===== src/logic/rv_core_pkg.sv =====
`default_nettype none

package rv_core_pkg;

  // word width and register count come from the ISA
  localparam int XLEN     = 32;
  localparam int NUM_REGS = 32;

  typedef logic [XLEN-1:0]             word_t;
  typedef logic [$clog2(NUM_REGS)-1:0] reg_addr_t;
  typedef logic [6:0]                  opcode_t;
  typedef logic [2:0]                  funct3_t;
  typedef logic [2:0]                  op_class_t;

  // major opcodes of the kept subset
  localparam opcode_t OP_IMM    = 7'b001_0011;
  localparam opcode_t OP_LUI    = 7'b011_0111;
  localparam opcode_t OP_AUIPC  = 7'b001_0111;
  localparam opcode_t OP_JAL    = 7'b110_1111;
  localparam opcode_t OP_JALR   = 7'b110_0111;
  localparam opcode_t OP_LOAD   = 7'b000_0011;
  localparam opcode_t OP_STORE  = 7'b010_0011;
  localparam opcode_t OP_SYSTEM = 7'b111_0011;

  // funct3 values that select addi, jalr, lw and sw
  localparam funct3_t F3_ADDI = 3'b000;
  localparam funct3_t F3_JALR = 3'b000;
  localparam funct3_t F3_WORD = 3'b010;

  // instruction classes seen by execute and control
  localparam op_class_t CLS_ALU   = 3'd0;
  localparam op_class_t CLS_JAL   = 3'd1;
  localparam op_class_t CLS_JALR  = 3'd2;
  localparam op_class_t CLS_LOAD  = 3'd3;
  localparam op_class_t CLS_STORE = 3'd4;
  localparam op_class_t CLS_HALT  = 3'd5;
  localparam op_class_t CLS_NOP   = 3'd6;

  // addi x0, x0, 0
  localparam word_t NOP_INST         = 32'h0000_0013;
  localparam word_t EBREAK_INST      = 32'h0010_0073;
  localparam word_t RESET_PC_DEFAULT = 32'h8000_0000;

  typedef struct packed {
    op_class_t cls;
    reg_addr_t rs1;
    reg_addr_t rs2;
    reg_addr_t rd;
    word_t     imm;
    // adder operand a is pc
    logic      a_is_pc;
    // adder operand a is zero, for lui
    logic      a_is_zero;
  } decoded_t;

  typedef struct packed {
    word_t addr;
    word_t wdata;
    logic  we;
  } dmem_req_t;

  typedef enum logic [2:0] {
    EXEC,
    MEM_REQ,
    MEM_RELEASE,
    COMMIT,
    HALTED
  } ctrl_state_e;

endpackage

`default_nettype wire


===== src/logic/core_control.sv =====
`timescale 1ns/1ps
`default_nettype none

module core_control import rv_core_pkg::*; #(
  parameter word_t RESET_PC = RESET_PC_DEFAULT
) (
  input  logic      clk,
  input  logic      rst,
  input  decoded_t  dec,
  input  word_t     mem_addr,
  input  word_t     store_data,
  input  word_t     next_pc,
  output word_t     pc,
  output logic      rf_we,
  output word_t     load_data,
  output dmem_req_t dmem_req,
  output logic      req,
  input  logic      ack,
  input  word_t     dmem_rdata,
  output logic      halt
);

  ctrl_state_e state;
  logic        is_mem;
  logic        writes_rd;
  logic        start_mem;
  logic        mem_done;
  logic        commit;

  assign is_mem    = (dec.cls == CLS_LOAD) || (dec.cls == CLS_STORE);
  assign writes_rd = (dec.cls == CLS_ALU) || (dec.cls == CLS_JAL) ||
                     (dec.cls == CLS_JALR) || (dec.cls == CLS_LOAD);

  // new request only once the previous ack has dropped
  assign start_mem = (state == EXEC) && is_mem && !ack;
  assign mem_done  = (state == MEM_REQ) && ack;

  // single-cycle classes commit out of EXEC, loads and stores out of COMMIT
  assign commit = ((state == EXEC) && !is_mem && (dec.cls != CLS_HALT)) ||
                  (state == COMMIT);

  // write lands on the commit edge, never to x0 and never in reset
  assign rf_we = !rst && commit && writes_rd && (dec.rd != '0);

  always_ff @(posedge clk) begin
    if (rst) begin
      state <= EXEC;
      pc    <= RESET_PC;
      req   <= 1'b0;
      halt  <= 1'b0;
    end else begin
      if (commit) begin
        pc <= next_pc;
      end
      case (state)
        EXEC: begin
          if (dec.cls == CLS_HALT) begin
            state <= HALTED;
          end else if (start_mem) begin
            state <= MEM_REQ;
            req   <= 1'b1;
          end
        end
        // hold req through back-pressure
        MEM_REQ: begin
          if (ack) begin
            state <= MEM_RELEASE;
            req   <= 1'b0;
          end
        end
        // wait for memory to drop ack
        MEM_RELEASE: begin
          if (!ack) begin
            state <= COMMIT;
          end
        end
        COMMIT: begin
          state <= EXEC;
        end
        // sticky until reset
        HALTED: begin
          halt <= 1'b1;
        end
        default: begin
          state <= EXEC;
        end
      endcase
    end
  end

  // request payload stays stable while req is up
  always_ff @(posedge clk) begin
    if (start_mem) begin
      dmem_req.addr  <= mem_addr;
      dmem_req.wdata <= store_data;
      dmem_req.we    <= (dec.cls == CLS_STORE);
    end
    // rdata only valid while ack is high
    if (mem_done) begin
      load_data <= dmem_rdata;
    end
  end

endmodule

`default_nettype wire


===== src/logic/inst_decode.sv =====
`timescale 1ns/1ps
`default_nettype none

module inst_decode import rv_core_pkg::*; (
  input  word_t    inst,
  output decoded_t dec
);

  opcode_t opcode;
  funct3_t funct3;
  word_t   imm_i;
  word_t   imm_s;
  word_t   imm_j;
  word_t   imm_u;

  assign opcode = inst[6:0];
  assign funct3 = inst[14:12];

  // sign-extended immediates
  assign imm_i = {{20{inst[31]}}, inst[31:20]};
  assign imm_s = {{20{inst[31]}}, inst[31:25], inst[11:7]};
  assign imm_j = {{12{inst[31]}}, inst[19:12], inst[20], inst[30:21], 1'b0};
  // upper immediate already in place
  assign imm_u = {inst[31:12], 12'h000};

  always_comb begin
    dec           = '0;
    dec.rs1       = inst[19:15];
    dec.rs2       = inst[24:20];
    dec.rd        = inst[11:7];
    dec.cls       = CLS_NOP;
    dec.imm       = imm_i;
    case (opcode)
      OP_IMM: begin
        // only addi, the other op-imm forms fall through as nop
        if (funct3 == F3_ADDI) begin
          dec.cls = CLS_ALU;
        end
      end
      OP_LUI: begin
        dec.cls       = CLS_ALU;
        dec.imm       = imm_u;
        dec.a_is_zero = 1'b1;
      end
      OP_AUIPC: begin
        dec.cls     = CLS_ALU;
        dec.imm     = imm_u;
        dec.a_is_pc = 1'b1;
      end
      OP_JAL: begin
        dec.cls     = CLS_JAL;
        dec.imm     = imm_j;
        dec.a_is_pc = 1'b1;
      end
      OP_JALR: begin
        if (funct3 == F3_JALR) begin
          dec.cls = CLS_JALR;
        end
      end
      // word accesses only
      OP_LOAD: begin
        if (funct3 == F3_WORD) begin
          dec.cls = CLS_LOAD;
        end
      end
      OP_STORE: begin
        if (funct3 == F3_WORD) begin
          dec.cls = CLS_STORE;
          dec.imm = imm_s;
        end
      end
      OP_SYSTEM: begin
        if (inst == EBREAK_INST) begin
          dec.cls = CLS_HALT;
        end
      end
      default: begin
        dec.cls = CLS_NOP;
      end
    endcase
  end

endmodule

`default_nettype wire


===== src/logic/reg_file.sv =====
`timescale 1ns/1ps
`default_nettype none

module reg_file import rv_core_pkg::*; (
  input  logic      clk,
  input  reg_addr_t rs1_addr,
  input  reg_addr_t rs2_addr,
  input  reg_addr_t rd_addr,
  input  logic      we,
  input  word_t     wdata,
  output word_t     rs1_data,
  output word_t     rs2_data
);

  // x1..x31, x0 has no storage
  word_t regs [1:NUM_REGS-1];

  always_ff @(posedge clk) begin
    if (we && (rd_addr != '0)) begin
      regs[rd_addr] <= wdata;
    end
  end

  // combinational reads, x0 reads zero
  assign rs1_data = (rs1_addr == '0) ? '0 : regs[rs1_addr];
  assign rs2_data = (rs2_addr == '0) ? '0 : regs[rs2_addr];

endmodule

`default_nettype wire


===== src/logic/exec_unit.sv =====
`timescale 1ns/1ps
`default_nettype none

module exec_unit import rv_core_pkg::*; (
  input  decoded_t dec,
  input  word_t    pc,
  input  word_t    rs1_data,
  input  word_t    rs2_data,
  input  word_t    load_data,
  output word_t    sum,
  output word_t    store_data,
  output word_t    next_pc,
  output word_t    wb_data
);

  word_t op_a;
  word_t pc_plus4;

  // operand a is pc, zero or rs1
  always_comb begin
    if (dec.a_is_pc) begin
      op_a = pc;
    end else if (dec.a_is_zero) begin
      op_a = '0;
    end else begin
      op_a = rs1_data;
    end
  end

  // one adder for alu results, jump targets and addresses
  assign sum      = op_a + dec.imm;
  assign pc_plus4 = pc + 32'd4;

  always_comb begin
    case (dec.cls)
      CLS_JAL:  next_pc = sum;
      // jalr target has bit 0 cleared
      CLS_JALR: next_pc = {sum[XLEN-1:1], 1'b0};
      default:  next_pc = pc_plus4;
    endcase
  end

  // link value for jumps
  always_comb begin
    case (dec.cls)
      CLS_JAL,
      CLS_JALR: wb_data = pc_plus4;
      CLS_LOAD: wb_data = load_data;
      default:  wb_data = sum;
    endcase
  end

  assign store_data = rs2_data;

endmodule

`default_nettype wire


===== src/logic/rv_core_top.sv =====
`timescale 1ns/1ps
`default_nettype none

module rv_core_top import rv_core_pkg::*; #(
  parameter word_t RESET_PC = RESET_PC_DEFAULT
) (
  input  logic      clk,
  input  logic      rst,
  input  word_t     inst,
  output word_t     pc,
  output dmem_req_t dmem_req,
  output logic      req,
  input  logic      ack,
  input  word_t     dmem_rdata,
  output logic      halt
);

  // decoded view of the current instruction
  decoded_t dec;

  // register file read ports
  word_t rs1_data;
  word_t rs2_data;

  // execute results
  word_t sum;
  word_t store_data;
  word_t next_pc;
  word_t wb_data;

  // from control
  word_t load_data;
  logic  rf_we;

  // pc, handshake and commit sequencing
  core_control #(
    .RESET_PC (RESET_PC)
  ) core_control_inst (
    .clk        (clk),
    .rst        (rst),
    .dec        (dec),
    .mem_addr   (sum),
    .store_data (store_data),
    .next_pc    (next_pc),
    .pc         (pc),
    .rf_we      (rf_we),
    .load_data  (load_data),
    .dmem_req   (dmem_req),
    .req        (req),
    .ack        (ack),
    .dmem_rdata (dmem_rdata),
    .halt       (halt)
  );

  inst_decode inst_decode_inst (
    .inst (inst),
    .dec  (dec)
  );

  reg_file reg_file_inst (
    .clk      (clk),
    .rs1_addr (dec.rs1),
    .rs2_addr (dec.rs2),
    .rd_addr  (dec.rd),
    .we       (rf_we),
    .wdata    (wb_data),
    .rs1_data (rs1_data),
    .rs2_data (rs2_data)
  );

  // sum doubles as the load/store address
  exec_unit exec_unit_inst (
    .dec        (dec),
    .pc         (pc),
    .rs1_data   (rs1_data),
    .rs2_data   (rs2_data),
    .load_data  (load_data),
    .sum        (sum),
    .store_data (store_data),
    .next_pc    (next_pc),
    .wb_data    (wb_data)
  );

endmodule

`default_nettype wire


===== config.mk =====
export PLATFORM = sky130hd
export DESIGN_NAME = rv_core_top
export DESIGN_NICKNAME = d
export VERILOG_FILES = /design/src/logic/rv_core_pkg.sv /design/src/logic/core_control.sv /design/src/logic/inst_decode.sv /design/src/logic/reg_file.sv /design/src/logic/exec_unit.sv /design/src/logic/rv_core_top.sv
export SDC_FILE = /design/constraint.sdc
export NUM_CORES = 2
export LEC_CHECK = 0
export BUFFER_PORTS_ARGS = -buffer_cell sky130_fd_sc_hd__buf_2
export CORE_MARGIN = 3
export CORE_UTILIZATION = 45
export DETAILED_ROUTE_END_ITERATION = 6
export MAX_ROUTING_LAYER = met4
export PLACE_DENSITY_LB_ADDON = 0.2
export SETUP_SLACK_MARGIN = 0.5
export SLEW_MARGIN = 30
export SYNTH_ARGS = -nofsm -noshare
export SYNTH_HDL_FRONTEND = slang
export SYNTH_SLANG_ARGS = --single-unit

===== constraint.sdc =====
create_clock -name clk -period 17.5 [get_ports clk]
set_clock_uncertainty 0.1 [all_clocks]
set_input_delay 0 -clock clk [delete_from_list [all_inputs] [get_ports clk]]
set_output_delay 0 -clock clk [all_outputs]
set_load 0.1 [all_outputs]

Yosys cells after proc, flatten, opt, wreduce, memory -nomap -nowiden
Memories as Yosys holds them, arrays and structs flattened. A register that Yosys moved wholly into a read port is not among the register bits.
Index checks and enable logic that the tools add are counted.
- bits in registers: 102
- RAM bits: 992
- input bits: 67
- output and inout port bits: 99
- memories kept: 1
- memories (memory ; depth ; bits a word ; rd ports ; clocked after memory_dff ; write ports ; line ; RTL):
    reg_file_inst.regs ; 31 ; 32 ; 2 ; 1 ; 1 ; reg_file.sv:16 ; word_t regs [1:NUM_REGS-1];
- add/sub/neg operators: 2
- equal/unequal tests: 25
- muxes and demuxes: 26
- bitwise gates (word level): 1
- reduce and logical (&&, ||, !) cells: 29
- operators with widths (kind ; count):
    $pmux W32 S2 ; 2
    $mux W32 ; 3
    $pmux W31 S3 ; 1
    $add A32 B3 Y32 const B ; 1
    $add A32 B32 Y32 ; 1
    $eq A32 B21 Y1 const B ; 1
    $eq A7 B7 Y1 const B ; 3
    $mux W3 ; 7
    $pmux W3 S7 ; 1
    $eq A3 B2 Y1 const B ; 5
    $eq A7 B5 Y1 const B ; 2
    $eq A7 B6 Y1 const B ; 2
    $pmux W3 S4 ; 1
    $logic_not A5 Y1 ; 2
    $eq A3 B3 Y1 const B ; 3
    $logic_and A1 B1 Y1 ; 9
    $logic_not A3 Y1 ; 3
    $reduce_and A4 Y1 ; 2
    $eq A7 B2 Y1 const B ; 1
    $mux W1 ; 7
    $eq A3 B1 Y1 const B ; 2
    $ne A2 B2 Y1 const B ; 3
    $reduce_or A2 Y1 ; 3
    $logic_or A1 B1 Y1 ; 5
    other kinds (10) ; 13

Longest topological paths before layout
- depth after elaboration: 15
- depth in mapped cells: 23

Modules after synthesis
A second synthesis with hierarchy kept.
- cells, all modules: 3612
- area, all modules: 56095.0 um^2
- modules (own cells, without submodules) (module ; times used ; cells an instance ; area an instance (um^2) ; sequential area each (um^2)):
    reg_file ; 1 ; 2593 ; 46489.6 ; 29788.6
    core_control ; 1 ; 279 ; 4744.6 ; 3653.5
    exec_unit ; 1 ; 624 ; 4066.4 ; 0.0
    inst_decode ; 1 ; 116 ; 794.5 ; 0.0

Worst setup path after synthesis
OpenSTA, ideal clock, no wires.
- path type: reg-to-reg
- start point: register core_control_inst.state[0]
- end point: register core_control_inst.dmem_req[0] (netlist name)
- library setup time: 675 ps
- arrival: 7332 ps
- required time: 16725 ps
- slack: 9394 ps
- stages on the path, launching flop included: 3
- buffers on the path: 0
- clock period less this slack: 8106 ps
- path through: dfxtp_1 nor2_1 nor4b_1
- longest elaborated chain between the ends: 3
- RTL lines (what ; line ; RTL):
    start, declared ; core_control.sv:23 ; ctrl_state_e state;
    start signal, assigned ; core_control.sv:47 ; state <= EXEC;
    start signal, assigned ; core_control.sv:58 ; state <= HALTED;
    start signal, assigned ; core_control.sv:60 ; state <= MEM_REQ;
    $logic_not A3 Y1 ; core_control.sv:35 ; assign start_mem = (state == EXEC) && is_mem && !ack;
    $logic_and A1 B1 Y1 (2 in a row) ; core_control.sv:35 ;
    via core_control_inst.start_mem ; core_control.sv:26 ; logic start_mem;
The timed path passes the listed nets, and every way through them passes these cells.
A chain may end at the register's enable or synchronous reset.

Worst setup path in the final report
- start point: input inst[15]
- end point: memory reg_file_inst.regs[18][30] (netlist name) (data pin)
- longest elaborated chain between the ends: 6
- elaborated cells between the ends (all ways): 15
- RTL lines (what ; line ; RTL):
    start, declared ; rv_core_top.sv:9 ; input word_t inst,
    $mem_v2 Z31 W32, or another cell as far along ; - ;
    $mux W32 / $mux W2 (equally long branches) ; reg_file.sv:25, inst_decode.sv:73 ;
    $mux W32 / $pmux W3 S7 (equally long branches) ; exec_unit.sv:23, inst_decode.sv:33 ;
    $mux W32, or another cell as far along ; exec_unit.sv:21 ; if (dec.a_is_pc) begin
    $add A32 B32 Y32 / $reduce_or A2 Y1 (equally long branches) ; exec_unit.sv:31, exec_unit.sv:45 ;
    $pmux W32 S2 * ; exec_unit.sv:45 ; case (dec.cls)
    via exec_unit_inst.wb_data[30] ; exec_unit.sv:13 ; output word_t wb_data
    end, declared ; reg_file.sv:16 ;
Mark *: on every way through the listed nets, which the timed path passes. The rest lies on a longest branch.

==> flow_summary.toml <==
[run_status]
outcome = "completed"

[clocking]
cts_buffer_depth = 3
clk_latency_ns = 0.73
cts.repair.resized = 0
cts_max_level = 3
numClockSinks = 1126
cts.clk_slew.worst_paths_ns = 0.06
post_cts_buffers = 0
cts_made_buffers = 116
cts_tree = "done"
clock-root-buffer = "clkbuf_16"

[power]
power_leakage_nw = 20.3
ir_drop_mv = 0.0917
p_total_mw = 6.68
power_density_nw_per_um2 = 108

[placed_design]
detailed_place.area_um2 = 57000
port_buffers = 165
place_hpwl_um = 98500
gp_congestion = 0.956

[timing]
setup-violations-final = 0
maxSlewViolCount = 0
fmaxAchievable_mhz = 145
hold_viol = 0
worst_pin_slew_ns = 1.04
setup_tns_ns = 0
finalCritPeriodShare_pct = 39.3
rsz0062_at_grt = "false"
period_needed_ns = 6.88
slew_headroom_pct = 30.8

[synth]
yosys_warnings = 0
ys_types = 74
async_flop_share_pct = 0
synth.avg_cell_area_um2 = 17.5
ys_ff_latch = 1126
syn_inst = 3076
synth_seq_area_share_pct = 62.2
synth_flop_cell = "edfxtp_1"
syn-num-nets = 3176
synth_area_um2 = 53800
synth_edf_count = 1089

[die]
die-area_um2 = 124000
fp.coreArea_um2 = 118000
ios = 166
die_height_um = 352
initial_core_util_pct = 45.4
core.rowCount = 126
dieWidth_um = 352

[worst_setup_path]
slowest_delay_ns = 0.81
worstPathMaxFanout = 86
cp_cell_sequence = "buf_8 -> buf_4 -> buf_12 -> mux4_2 -> mux4_2 -> mux2i_1 -> o21ai_0 -> ha_1 -> and3_1 -> and3_1 -> a211oi_2 -> o21ai_1 -> a221o_1 -> a211o_1 -> a21oi_1 -> xor2_1 -> o221ai_4"
worstPathBufferInverterCount = 3
crit_family = "compound AO/OA/AOI/OAI gates"
slowest_stage = "buf_4"
crit_arrival_ns = 7.10
start_kind = "input pin"
cp.required_ns = 17.72
crit_type = "in2reg"
ff2ff_setup_slack_ns = 11.09
end_kind = "flop"

[finish]
design_area_um2 = 61900
final_nets = 3412
fill_cells = 9312
mostFrequentLayoutCell = "edfxtp_1"
syn_to_final_growth_pct = 15.0
drive_gt1_share_pct = 29.9
final_cell_mix = "edfxtp_1 (1089), mux4_2 (504), mux2i_1 (159)"

[grt]
grt_overflow = 0
grt_pass1_wl_um = 243000
antenna_found_initial = 7
grt_start_max_net_pins = 133
grt_pass1_vias = 32800
grt_usage_pct = 28.7

[drt]
drtIter0Drc = 4519
vias_per_cell = 6.67
drtAntennaViolNets = 0
vias = 33400
met1_length_um = 69800
drc = 0
wl_met3_um = 18200
post_drt_wl_per_cell_um = 34.4
highest_layer = "met4"
drt-total-wl_um = 172000
drtPass1Iterations = 6
met2_length_um = 79400

[run]
maxCapViolCount = 0

[min_path]
hold_path_class = "in2reg"
-- final timing paths --
kind / startpoint / endpoint / cells past startpoint
hold / removal: inst[10] / reg_file_inst.regs[8][31] / 3
hold reg to reg: core_control_inst.req / core_control_inst.req / 2
setup / recovery: inst[15] / reg_file_inst.regs[18][30] / 17
setup reg to reg: reg_file_inst.regs[27][0] / reg_file_inst.regs[18][30] / 17
-- cells in the mapped netlist, types with 28 or more instances --
cell,number,area share (%)
mux4_2,504,21
a211oi_1,105,1.5
xnor2_1,31,0.50
buf_2,33,0.31
a22oi_1,28,0.39
inv_1,36,0.25
a21o_1,67,0.94
a21oi_1,109,1.0
dfxtp_1,37,1.4
clkbuf_1,147,1.0
buf_1,52,0.36
mux2i_1,160,3.0
o21ai_0,110,1.0
nand3_1,45,0.42
edfxtp_1,1089,61
nand2_1,82,0.57
ha_1,32,0.74
nor2_1,153,1.1
-- state kept, by name, summed over array words and instances (netlist names) --
| name | count |
|---|---|
| core_control_inst.halt | 1 |
| core_control_inst.req | 1 |
| core_control_inst.load_data | 32 |
| core_control_inst.pc | 32 |
| reg_file_inst.regs | 992 |
| core_control_inst.dmem_req | 65 |
| core_control_inst.state | 3 |
-- worst register-to-register path, stage by stage (launching register included) --
cell	delay, ns
edfxtp_1	0.41
mux4_2	0.48
mux4_2	0.48
mux2i_1	0.70
o21ai_0	0.18
ha_1	0.26
inv_1	0.10
fa_1	0.22
nor2b_1	0.08
o311ai_1	0.51
a21boi_1	0.22
a211oi_2	0.38
o21ai_1	0.19
a221o_1	0.48
a211o_1	0.30
a21oi_1	0.17
xor2_1	0.37
o221ai_4	0.37
-- where the power goes --
part | internal (mW) | leakage (nW) | switching, mW
registers | 3.23 | 10.1 | 0.00964
logic | 0.290 | 8.34 | 0.662
clock network | 1.43 | 1.84 | 1.05
-- final cells by class --
| type | instances | area [um^2] | share of cell area, % |
|---|---|---|---|
| diodes | 3 | 7.51 | 0.0121 |
| clock buffers | 143 | 3030 | 4.89 |
| clock inverters | 69 | 764 | 1.24 |
| inverters | 37 | 139 | 0.224 |
| multi-input cells | 1680 | 19800 | 32.0 |
| flip-flops and latches | 1126 | 33400 | 54.0 |
| well taps | 1600 | 2000 | 3.24 |
| repair buffers | 351 | 2710 | 4.39 |
-- kinds of logic after synthesis --
logic type,count (synthesis),share of synthesized area (%)
fa+ha+maj,33,0.782
buf+inv,270,1.97
xor+xnor,52,0.861
flops,1126,62.2
mux,677,24.4
simple gates,387,3.29
compound gates,531,6.57
-- layer usage --
metal  global-route usage [%]  vias up
met5                        -        -
li1                         -    13400
met4                     8.64        0
met2                     43.2     2119
met3                     5.12      270
met1                     40.3    17600
-- per-stage QoR --
step | hold slack (ns) | worst slack (ns) | instances | util, %
2_1_floorplan | -0.00113 | 9.39 | 3076 | -
3_3_place_gp | 0.0795 | 9.80 | 4692 | 48.0
3_5_place_dp | 0.0781 | 9.77 | 4696 | 48.1
4_1_cts | 0.0153 | 10.53 | 5002 | 52.1
5_1_grt | 0.0465 | 10.28 | 5009 | 52.3
6_report | 0.0483 | 10.62 | 5009 | 52.3
-- repair_timing --
action,in CTS,in global routing
hold endpoints to repair,121,0
hold buffers,94,0
endpoints found under the setup margin,0,0
(Power assumes the default switching activity.)
